File: src/source/fpDivPkg.sv
//------------------------------
// half precision divider types
//------------------------------

package fpDivPkg;

    //------------------------------
    // binary16 field widths
    //------------------------------

    // one packed binary16 value with sign, exponent and fraction
    typedef logic [15:0] halfT;

    // biased exponent field as stored in the word
    typedef logic [4:0] expT;

    // stored fraction without the hidden bit
    typedef logic [9:0] fracT;

    // significand with the implicit leading one in bit 10
    typedef logic [10:0] sigT;

    // raw quotient from the mantissa divider
    // bit 11 is the integer bit when dividend sig >= divisor sig
    typedef logic [11:0] quotT;

    // signed working exponent
    // covers effective exponents well below zero and past the max field
    typedef logic signed [6:0] wideExpT;

    //------------------------------
    // format constants
    //------------------------------

    // exponent bias of binary16
    localparam int expBias = 15;

    // all ones exponent, used for infinity
    localparam int expMaxField = 31;

    // one quotient bit per iteration, 12 bits in total
    localparam int quotSteps = 12;

endpackage

File: src/source/fpOperandStage.sv
//------------------------------
// operand unpack stage
//------------------------------

`timescale 1ns/1ps

module fpOperandStage import fpDivPkg::*; (
    input  logic    clk,
    input  logic    arstN,
    input  logic    loadEn,
    input  halfT    opA,
    input  halfT    opB,
    output sigT     dividendSig,
    output sigT     divisorSig,
    output logic    resSign,
    output wideExpT expDiff,
    output logic    aZero,
    output logic    bZero
);

    // unpacked fields of both operands
    expT     expA;
    expT     expB;
    fracT    fracA;
    fracT    fracB;

    // leading zero count of a subnormal dividend, 11 when all zero
    logic [3:0] lzCount;

    // normalized dividend and its effective exponent
    sigT     dividendNext;
    wideExpT effExpA;

    assign expA  = opA[14:10];
    assign fracA = opA[9:0];
    assign expB  = opB[14:10];
    assign fracB = opB[9:0];

    //------------------------------
    // subnormal dividend handling
    //------------------------------

    // scan upward so the highest set bit wins
    always_comb begin
        lzCount = 4'd11;
        for (int i = 0; i < 10; i++) begin
            if (fracA[i]) begin
                lzCount = 4'(10 - i);
            end
        end
    end

    always_comb begin
        if (expA != '0) begin
            // normal dividend keeps its field exponent
            dividendNext = {1'b1, fracA};
            effExpA      = wideExpT'({2'b00, expA});
        end else begin
            // shift until bit 10 is set, exponent drops by the same amount
            dividendNext = sigT'({1'b0, fracA} << lzCount);
            effExpA      = 7'sd1 - wideExpT'({3'b000, lzCount});
        end
    end

    // the divider takes the normalized dividend on the load edge itself
    assign dividendSig = dividendNext;

    //------------------------------
    // operand registers
    //------------------------------

    always_ff @(posedge clk or negedge arstN) begin
        if (!arstN) begin
            divisorSig  <= '0;
            resSign     <= 1'b0;
            expDiff     <= '0;
            aZero       <= 1'b0;
            bZero       <= 1'b0;
        end else if (loadEn) begin
            // divisor is assumed normal, hidden one always present
            divisorSig  <= {1'b1, fracB};
            resSign     <= opA[15] ^ opB[15];
            // unbiased difference, bias is added back in the pack stage
            expDiff     <= effExpA - wideExpT'({2'b00, expB});
            // magnitude tests ignore the sign bit so -0 counts as zero
            aZero       <= (opA[14:0] == '0);
            bZero       <= (opB[14:0] == '0);
        end
    end

endmodule

File: src/source/mantDivider.sv
//------------------------------
// restoring mantissa divider
//------------------------------

`timescale 1ns/1ps

module mantDivider import fpDivPkg::*; (
    input  logic clk,
    input  logic arstN,
    input  logic loadEn,
    input  logic stepEn,
    input  sigT  dividendSig,
    input  sigT  divisorSig,
    output quotT quotBits,
    output logic remNonZero
);

    // partial remainder
    // stays below twice the divisor, so 12 bits are enough
    logic [11:0] rem;

    // trial subtraction for the current step
    logic [11:0] remSub;
    logic [11:0] remNext;
    logic        remGeq;

    quotT quot;

    //------------------------------
    // one step of the recurrence
    //------------------------------

    assign remGeq = (rem >= {1'b0, divisorSig});
    assign remSub = rem - {1'b0, divisorSig};

    // restore by keeping the old remainder when the trial fails
    assign remNext = remGeq ? remSub : rem;

    always_ff @(posedge clk or negedge arstN) begin
        if (!arstN) begin
            rem  <= '0;
            quot <= '0;
        end else if (loadEn) begin
            // first step compares the dividend at full weight
            rem  <= {1'b0, dividendSig};
            quot <= '0;
        end else if (stepEn) begin
            // remNext is below the divisor, doubling fits in 12 bits
            rem  <= {remNext[10:0], 1'b0};
            quot <= {quot[10:0], remGeq};
        end
    end

    //------------------------------
    // outputs
    //------------------------------

    // after 12 steps quot is floor(dividend * 2048 / divisor)
    assign quotBits = quot;

    // doubling does not change zero vs nonzero, so the sticky test is direct
    assign remNonZero = (rem != '0);

endmodule

File: src/source/normPack.sv
//------------------------------
// normalize and pack
//------------------------------

`timescale 1ns/1ps

module normPack import fpDivPkg::*; (
    input  logic    clk,
    input  logic    arstN,
    input  logic    packEn,
    input  logic    resSign,
    input  wideExpT expDiff,
    input  logic    aZero,
    input  logic    bZero,
    input  quotT    quotBits,
    input  logic    remNonZero,
    output halfT    quotient,
    output logic    divByZero,
    output logic    overflow,
    output logic    underflow,
    output logic    inexact
);

    // normalized fields before range checks
    fracT    fracRes;
    wideExpT expRes;
    logic    droppedBit;
    logic    inexactRaw;

    // next register values
    halfT    quotNext;
    logic    dbzNext;
    logic    ovfNext;
    logic    unfNext;
    logic    inxNext;

    //------------------------------
    // quotient normalization
    //------------------------------

    always_comb begin
        if (quotBits[11]) begin
            // quotient in [2, 4) relative to the sig scale, shift right by one
            fracRes    = quotBits[10:1];
            expRes     = expDiff + wideExpT'(expBias);
            droppedBit = quotBits[0];
        end else begin
            // leading one already in bit 10
            fracRes    = quotBits[9:0];
            expRes     = expDiff + wideExpT'(expBias - 1);
            droppedBit = 1'b0;
        end
    end

    // truncation toward zero, anything discarded makes it inexact
    assign inexactRaw = droppedBit | remNonZero;

    //------------------------------
    // special cases in priority order
    //------------------------------

    always_comb begin
        quotNext = '0;
        dbzNext  = 1'b0;
        ovfNext  = 1'b0;
        unfNext  = 1'b0;
        inxNext  = 1'b0;
        if (bZero) begin
            quotNext = {resSign, expT'(expMaxField), fracT'(0)};
            dbzNext  = 1'b1;
        end else if (aZero) begin
            quotNext = {resSign, 15'b0};
        end else if (expRes >= wideExpT'(expMaxField)) begin
            // too large for the format, saturate to infinity
            quotNext = {resSign, expT'(expMaxField), fracT'(0)};
            ovfNext  = 1'b1;
            inxNext  = 1'b1;
        end else if (expRes <= 7'sd0) begin
            // subnormal results are flushed
            quotNext = {resSign, 15'b0};
            unfNext  = 1'b1;
            inxNext  = 1'b1;
        end else begin
            quotNext = {resSign, expT'(expRes), fracRes};
            inxNext  = inexactRaw;
        end
    end

    //------------------------------
    // result registers
    //------------------------------

    // values hold until the next pack
    always_ff @(posedge clk or negedge arstN) begin
        if (!arstN) begin
            quotient  <= '0;
            divByZero <= 1'b0;
            overflow  <= 1'b0;
            underflow <= 1'b0;
            inexact   <= 1'b0;
        end else if (packEn) begin
            quotient  <= quotNext;
            divByZero <= dbzNext;
            overflow  <= ovfNext;
            underflow <= unfNext;
            inexact   <= inxNext;
        end
    end

endmodule

File: src/source/divControl.sv
//------------------------------
// divider sequencing FSM
//------------------------------

`timescale 1ns/1ps

module divControl import fpDivPkg::*; (
    input  logic clk,
    input  logic arstN,
    input  logic start,
    output logic loadEn,
    output logic stepEn,
    output logic packEn,
    output logic busy,
    output logic done
);

    // finish is the single done cycle
    typedef enum logic [1:0] {
        idle,
        divide,
        pack,
        finish
    } stateT;

    stateT state;
    stateT stateNext;

    // counts divide cycles 0 .. quotSteps-1
    logic [$clog2(quotSteps)-1:0] stepCnt;
    logic                         lastStep;

    assign lastStep = (int'(stepCnt) == quotSteps - 1);

    //------------------------------
    // next state
    //------------------------------

    always_comb begin
        stateNext = state;
        case (state)
            // start while busy never reaches this branch
            idle:    if (start) stateNext = divide;
            divide:  if (lastStep) stateNext = pack;
            pack:    stateNext = finish;
            finish:  stateNext = idle;
            default: stateNext = idle;
        endcase
    end

    always_ff @(posedge clk or negedge arstN) begin
        if (!arstN) begin
            state   <= idle;
            stepCnt <= '0;
        end else begin
            state <= stateNext;
            if (state == divide) begin
                stepCnt <= stepCnt + 1'b1;
            end else begin
                stepCnt <= '0;
            end
        end
    end

    //------------------------------
    // datapath strobes
    //------------------------------

    // operands are captured on the same edge that accepts start
    assign loadEn = (state == idle) && start;
    assign stepEn = (state == divide);
    assign packEn = (state == pack);
    assign busy   = (state != idle);
    assign done   = (state == finish);

endmodule

File: src/source/fpDivUnit.sv
//------------------------------
// binary16 divider top
//------------------------------

`timescale 1ns/1ps

module fpDivUnit import fpDivPkg::*; (
    input  logic clk,
    input  logic arstN,
    input  logic start,
    input  halfT opA,
    input  halfT opB,
    output halfT quotient,
    output logic divByZero,
    output logic overflow,
    output logic underflow,
    output logic inexact,
    output logic busy,
    output logic done
);

    // control strobes
    logic    loadEn;
    logic    stepEn;
    logic    packEn;

    // operand stage to divider and pack
    sigT     dividendSig;
    sigT     divisorSig;
    logic    resSign;
    wideExpT expDiff;
    logic    aZero;
    logic    bZero;

    // divider to pack
    quotT    quotBits;
    logic    remNonZero;

    divControl divControl_i (
        .clk    (clk),
        .arstN  (arstN),
        .start  (start),
        .loadEn (loadEn),
        .stepEn (stepEn),
        .packEn (packEn),
        .busy   (busy),
        .done   (done)
    );

    fpOperandStage fpOperandStage_i (
        .clk         (clk),
        .arstN       (arstN),
        .loadEn      (loadEn),
        .opA         (opA),
        .opB         (opB),
        .dividendSig (dividendSig),
        .divisorSig  (divisorSig),
        .resSign     (resSign),
        .expDiff     (expDiff),
        .aZero       (aZero),
        .bZero       (bZero)
    );

    mantDivider mantDivider_i (
        .clk         (clk),
        .arstN       (arstN),
        .loadEn      (loadEn),
        .stepEn      (stepEn),
        .dividendSig (dividendSig),
        .divisorSig  (divisorSig),
        .quotBits    (quotBits),
        .remNonZero  (remNonZero)
    );

    normPack normPack_i (
        .clk        (clk),
        .arstN      (arstN),
        .packEn     (packEn),
        .resSign    (resSign),
        .expDiff    (expDiff),
        .aZero      (aZero),
        .bZero      (bZero),
        .quotBits   (quotBits),
        .remNonZero (remNonZero),
        .quotient   (quotient),
        .divByZero  (divByZero),
        .overflow   (overflow),
        .underflow  (underflow),
        .inexact    (inexact)
    );

endmodule

File: config.mk
export PLATFORM = sky130hd
export DESIGN_NAME = fpDivUnit
export DESIGN_NICKNAME = d
export VERILOG_FILES = /design/src/source/fpDivPkg.sv /design/src/source/fpOperandStage.sv /design/src/source/mantDivider.sv /design/src/source/normPack.sv /design/src/source/divControl.sv /design/src/source/fpDivUnit.sv
export SDC_FILE = /design/constraint.sdc
export NUM_CORES = 1
export LEC_CHECK = 0
export ABC_AREA = 1
export BUFFER_PORTS_ARGS = -buffer_cell sky130_fd_sc_hd__buf_2
export CORE_MARGIN = 1.5
export CORE_UTILIZATION = 40
export CTS_BUF_LIST = sky130_fd_sc_hd__clkbuf_16
export DETAILED_ROUTE_END_ITERATION = 10
export GPL_ROUTABILITY_DRIVEN = 0
export PLACE_DENSITY = 0.63
export SYNTH_ARGS = -nofsm -noshare
export SYNTH_HDL_FRONTEND = slang
export SYNTH_SLANG_ARGS = --single-unit
File: constraint.sdc
create_clock -name clk -period 5 [get_ports clk]
set_input_delay 0.5 -clock clk [delete_from_list [all_inputs] [get_ports clk]]
set_output_delay 0.5 -clock clk [all_outputs]
set_load 0.05 [all_outputs]
==> qor.yml <==
pwr:
  clkPwrFrac_pct: 18.2
  internal-power_w: 0.00193
  powerDensity_nw_per_um2: 706
  p_seq_share_pct: 26.7
  vdd_drop_max_v: 0.000332
  switching_share_pct: 48.6
  p_leak_nw: 2.72
  fin_total_pwr_w: 0.00377
  p_sw_w: 0.00183
  comb_power_share_pct: 55.2
sta:
  finalSetupViolations: 0
  final_max_slew_viol_count: 0
  finalCriticalPeriod_ps: 3110
  post-route-period-util_pct: 62.2
  relSlewSlack_pct: 40.6
  tns_ps: 0
  fmax_mhz: 321
  worstMarginPinSlew_ps: 891
  skew_ps: 7.29
  rsz0062_at_grt: "false"
  finalHoldViolCount: 0
grt:
  grt_use_total_pct: 18.4
  busiest_layer: "met2"
  grt_pass1_wl_um: 18800
  grt_use_met1_pct: 24.7
  grt_pass1_vias: 4049
  gr-total-overflow: 0
  grt_max_degree: 72
  antenna_found_initial: 0
  grt_use_met3_pct: 3.07
  met2_usage_pct: 30.5
synth:
  synth_cell_types: 41
  ys_seq_elements: 71
  synth_area_um2: 4630
  synth_nets: 700
  async_flop_share_pct: 100
  syn_area_per_cell_um2: 7.27
  syn-instance-count: 637
  yosysWarnings: 0
  yosysSeqAreaShare_pct: 38.4
  synth_edf_count: 0
  synth_flop_cell: "dfrtp_1"
clocking:
  ctsResizeCount: 0
  cts_inserted_buffers: 9
  h-tree-depth: 3
  clkSinkCount: 71
  tritoncts: "yes"
  clk-insertion-delay-late_ps: 340
  root_buffer: "clkbuf_16"
  cts_setup_buffers: 0
  hold_buffers: 0
  clkTransAtPathRegs_ps: 60
  clk_path_buf_depth: 2
route:
  ant_nets: 0
  wl_per_cell_um: 13.0
  drc_errors: 0
  firstDrtPassIters: 6
  wl_um: 10800
  vias: 4285
  vias_per_cell: 5.13
  drt_iter0_drc: 269
worst_setup_path:
  startpoint_type: "input pin"
  crit_start: "opA[14]"
  slowest_stage: "nor3_2"
  cp-endpoint: "fpOperandStage_i.expDiff[5]$_DFFE_PN0P_"
  ff2ff_path_depth: 9
  rr_endpoint: "mantDivider_i.rem[8]$_DFFE_PN0P_"
  critPathKind: "in -> reg"
  crit_path_max_fanout: 13
  crit_required_ps: 5200
  cp_slowest_stage_delay_ps: 580
  end_kind: "flip-flop"
  cp_common_cell: "nand2_1"
  cp.arrival_ps: 3310
  crit_chain: "buf_2, inv_1, nand3_1, nor3_2, clkinv_1, nor2_1, a21oi_1, inv_1, ha_1, nand2_1, nor2_1, a211oi_1, or2_2, nand2_1, a21oi_1, nand2_1, nand2_1, o21ai_0"
  regToRegStartpoint: "divControl_i.state[0]$_DFFE_PN0P_"
  r2r_setup_slack_ps: 1930
die:
  die_y_um: 111
  die-area_um2: 12200
  fp-row-count: 39
  io_pins: 57
  fp.dieW_um: 111
  start_util_pct: 40.7
  core_area_um2: 11400
flow_run:
  cap_violations: 0
place:
  hpwl_um: 8190
  placement.io_buffers: 56
layout:
  layout_commonest_cell: "nand2_1"
  layout_common_cells: "nand2_1 (173), inv_1 (94), dfrtp_1 (71)"
  drive_above_1_share_pct: 14.3
  diodes: 0
  final_nets: 751
  area.growth.synth_to_final_pct: 15.2
outcome:
  status: "complete, no violations"
hold_path:
  min-delay-path-class: "in -> async"
[worst max-delay path: cells and delay by family]
| kind | cells | cell delay (ps) |
|---|---|---|
| and+or+nand+nor | 9 | 1370 |
| buffers and inverters | 4 | 670 |
| AOI/OAI and AO/OA | 4 | 540 |
| adders and majority gates | 1 | 210 |
[synth_stat cells, types with 3 or more instances]
cell | n | area, µm²
o22ai_1 | 13 | 81.3
nand3_2 | 3 | 30.0
nor2_1 | 29 | 109
ha_1 | 26 | 325
inv_1 | 94 | 353
a21oi_1 | 29 | 145
clkbuf_1 | 9 | 33.8
nand4_1 | 8 | 50.1
o21ai_1 | 17 | 85.1
o21ai_0 | 60 | 300
xor2_1 | 5 | 43.8
nor3_1 | 4 | 20.0
xnor2_1 | 5 | 43.8
buf_2 | 4 | 20.0
dfrtp_1 | 71 | 1780
inv_2 | 3 | 11.3
o211ai_1 | 8 | 60.1
nor4_1 | 3 | 18.8
nand3_1 | 35 | 175
nand2_1 | 173 | 649
nand2_2 | 10 | 62.6
[worst min-delay path by stage]
stage | slack, ps | from | end | cells past startpoint
2_1_floorplan | 200 | arstN | divControl_i.state[0]$_DFFE_PN0P_ | 0
5_1_grt | 410 | opB[9] | fpOperandStage_i.divisorSig[9]$_DFFE_PN0P_ | 3
3_3_place_gp | 450 | fpOperandStage_i.divisorSig[10]$_DFFE_PN0P_ | fpOperandStage_i.divisorSig[10]$_DFFE_PN0P_ | 2
4_1_cts | 400 | opB[9] | fpOperandStage_i.divisorSig[9]$_DFFE_PN0P_ | 3
3_5_place_dp | 450 | fpOperandStage_i.divisorSig[10]$_DFFE_PN0P_ | fpOperandStage_i.divisorSig[10]$_DFFE_PN0P_ | 2
6_report | 370 | arstN | normPack_i.quotient[14]$_DFFE_PN0P_ | 2
[layer usage]
layer	wire length, µm	vias up
met1	5090	1983
met5	0	-
met2	5120	106
li1	-	2181
met4	190	0
met3	426	15
[power groups by stage]
| stage | clock network [W] | logic [W] | registers (W) |
|---|---|---|---|
| 3_3_place_gp | 0 | 0.00203 | 0.00100 |
| 6_report | 0.000684 | 0.00208 | 0.00100 |
| 3_5_place_dp | 0 | 0.00206 | 0.00101 |
| 2_1_floorplan | 0 | 0.00144 | 0.00122 |
| 5_1_grt | 0.000728 | 0.00234 | 0.00104 |
| 4_1_cts | 0.000702 | 0.00208 | 0.00100 |
[sequential cells by signal, summed over array words and instances, names as in the netlist]
signal	flops
fpOperandStage_i.resSign	1
divControl_i.stepCnt	4
mantDivider_i.quotBits	12
fpOperandStage_i.aZero	1
fpOperandStage_i.divisorSig	11
divControl_i.state	2
normPack_i.divByZero	1
fpOperandStage_i.expDiff	7
normPack_i.quotient	16
mantDivider_i.rem	12
fpOperandStage_i.bZero	1
normPack_i.overflow	1
normPack_i.underflow	1
normPack_i.inexact	1
[cells by family (layout without fill, tap and decap cells)]
kind of cell | count (synthesis) | count (layout) | share of synthesized area (%)
AO/OA/AOI/OAI | 141 | 141 | 17.0
XOR/XNOR | 10 | 10 | 1.89
adder cells (fa/ha/maj) | 28 | 28 | 7.89
buffers and inverters | 116 | 172 | 9.92
flip-flops | 71 | 71 | 38.4
AND/OR/NAND/NOR | 271 | 271 | 25.0
[final cells by class]
class,count,area (µm²)
Fill cell,1135,6030
Clock buffer,9,225
Clock inverter,7,96.3
Tap cell,143,179
Sequential cell,71,1780
Timing Repair Buffer,58,295
Multi-Input combinational cell,450,2390
Inverter,98,368
[stage by stage]
stage                     worst slack, ps  hold slack (ps)  utilization (%)  area (µm²)  cells
after global routing                 1500              412             46.9        5340    836
after global placement               1640              446             44.1        5010    820
after detailed placement             1550              446             44.1        5010    820
final                                1890              368             46.9        5340    836
after CTS                            1880              405             46.9        5340    836
after floorplan                      2290              204                -        4630    637
(Power assumes the default switching activity.)
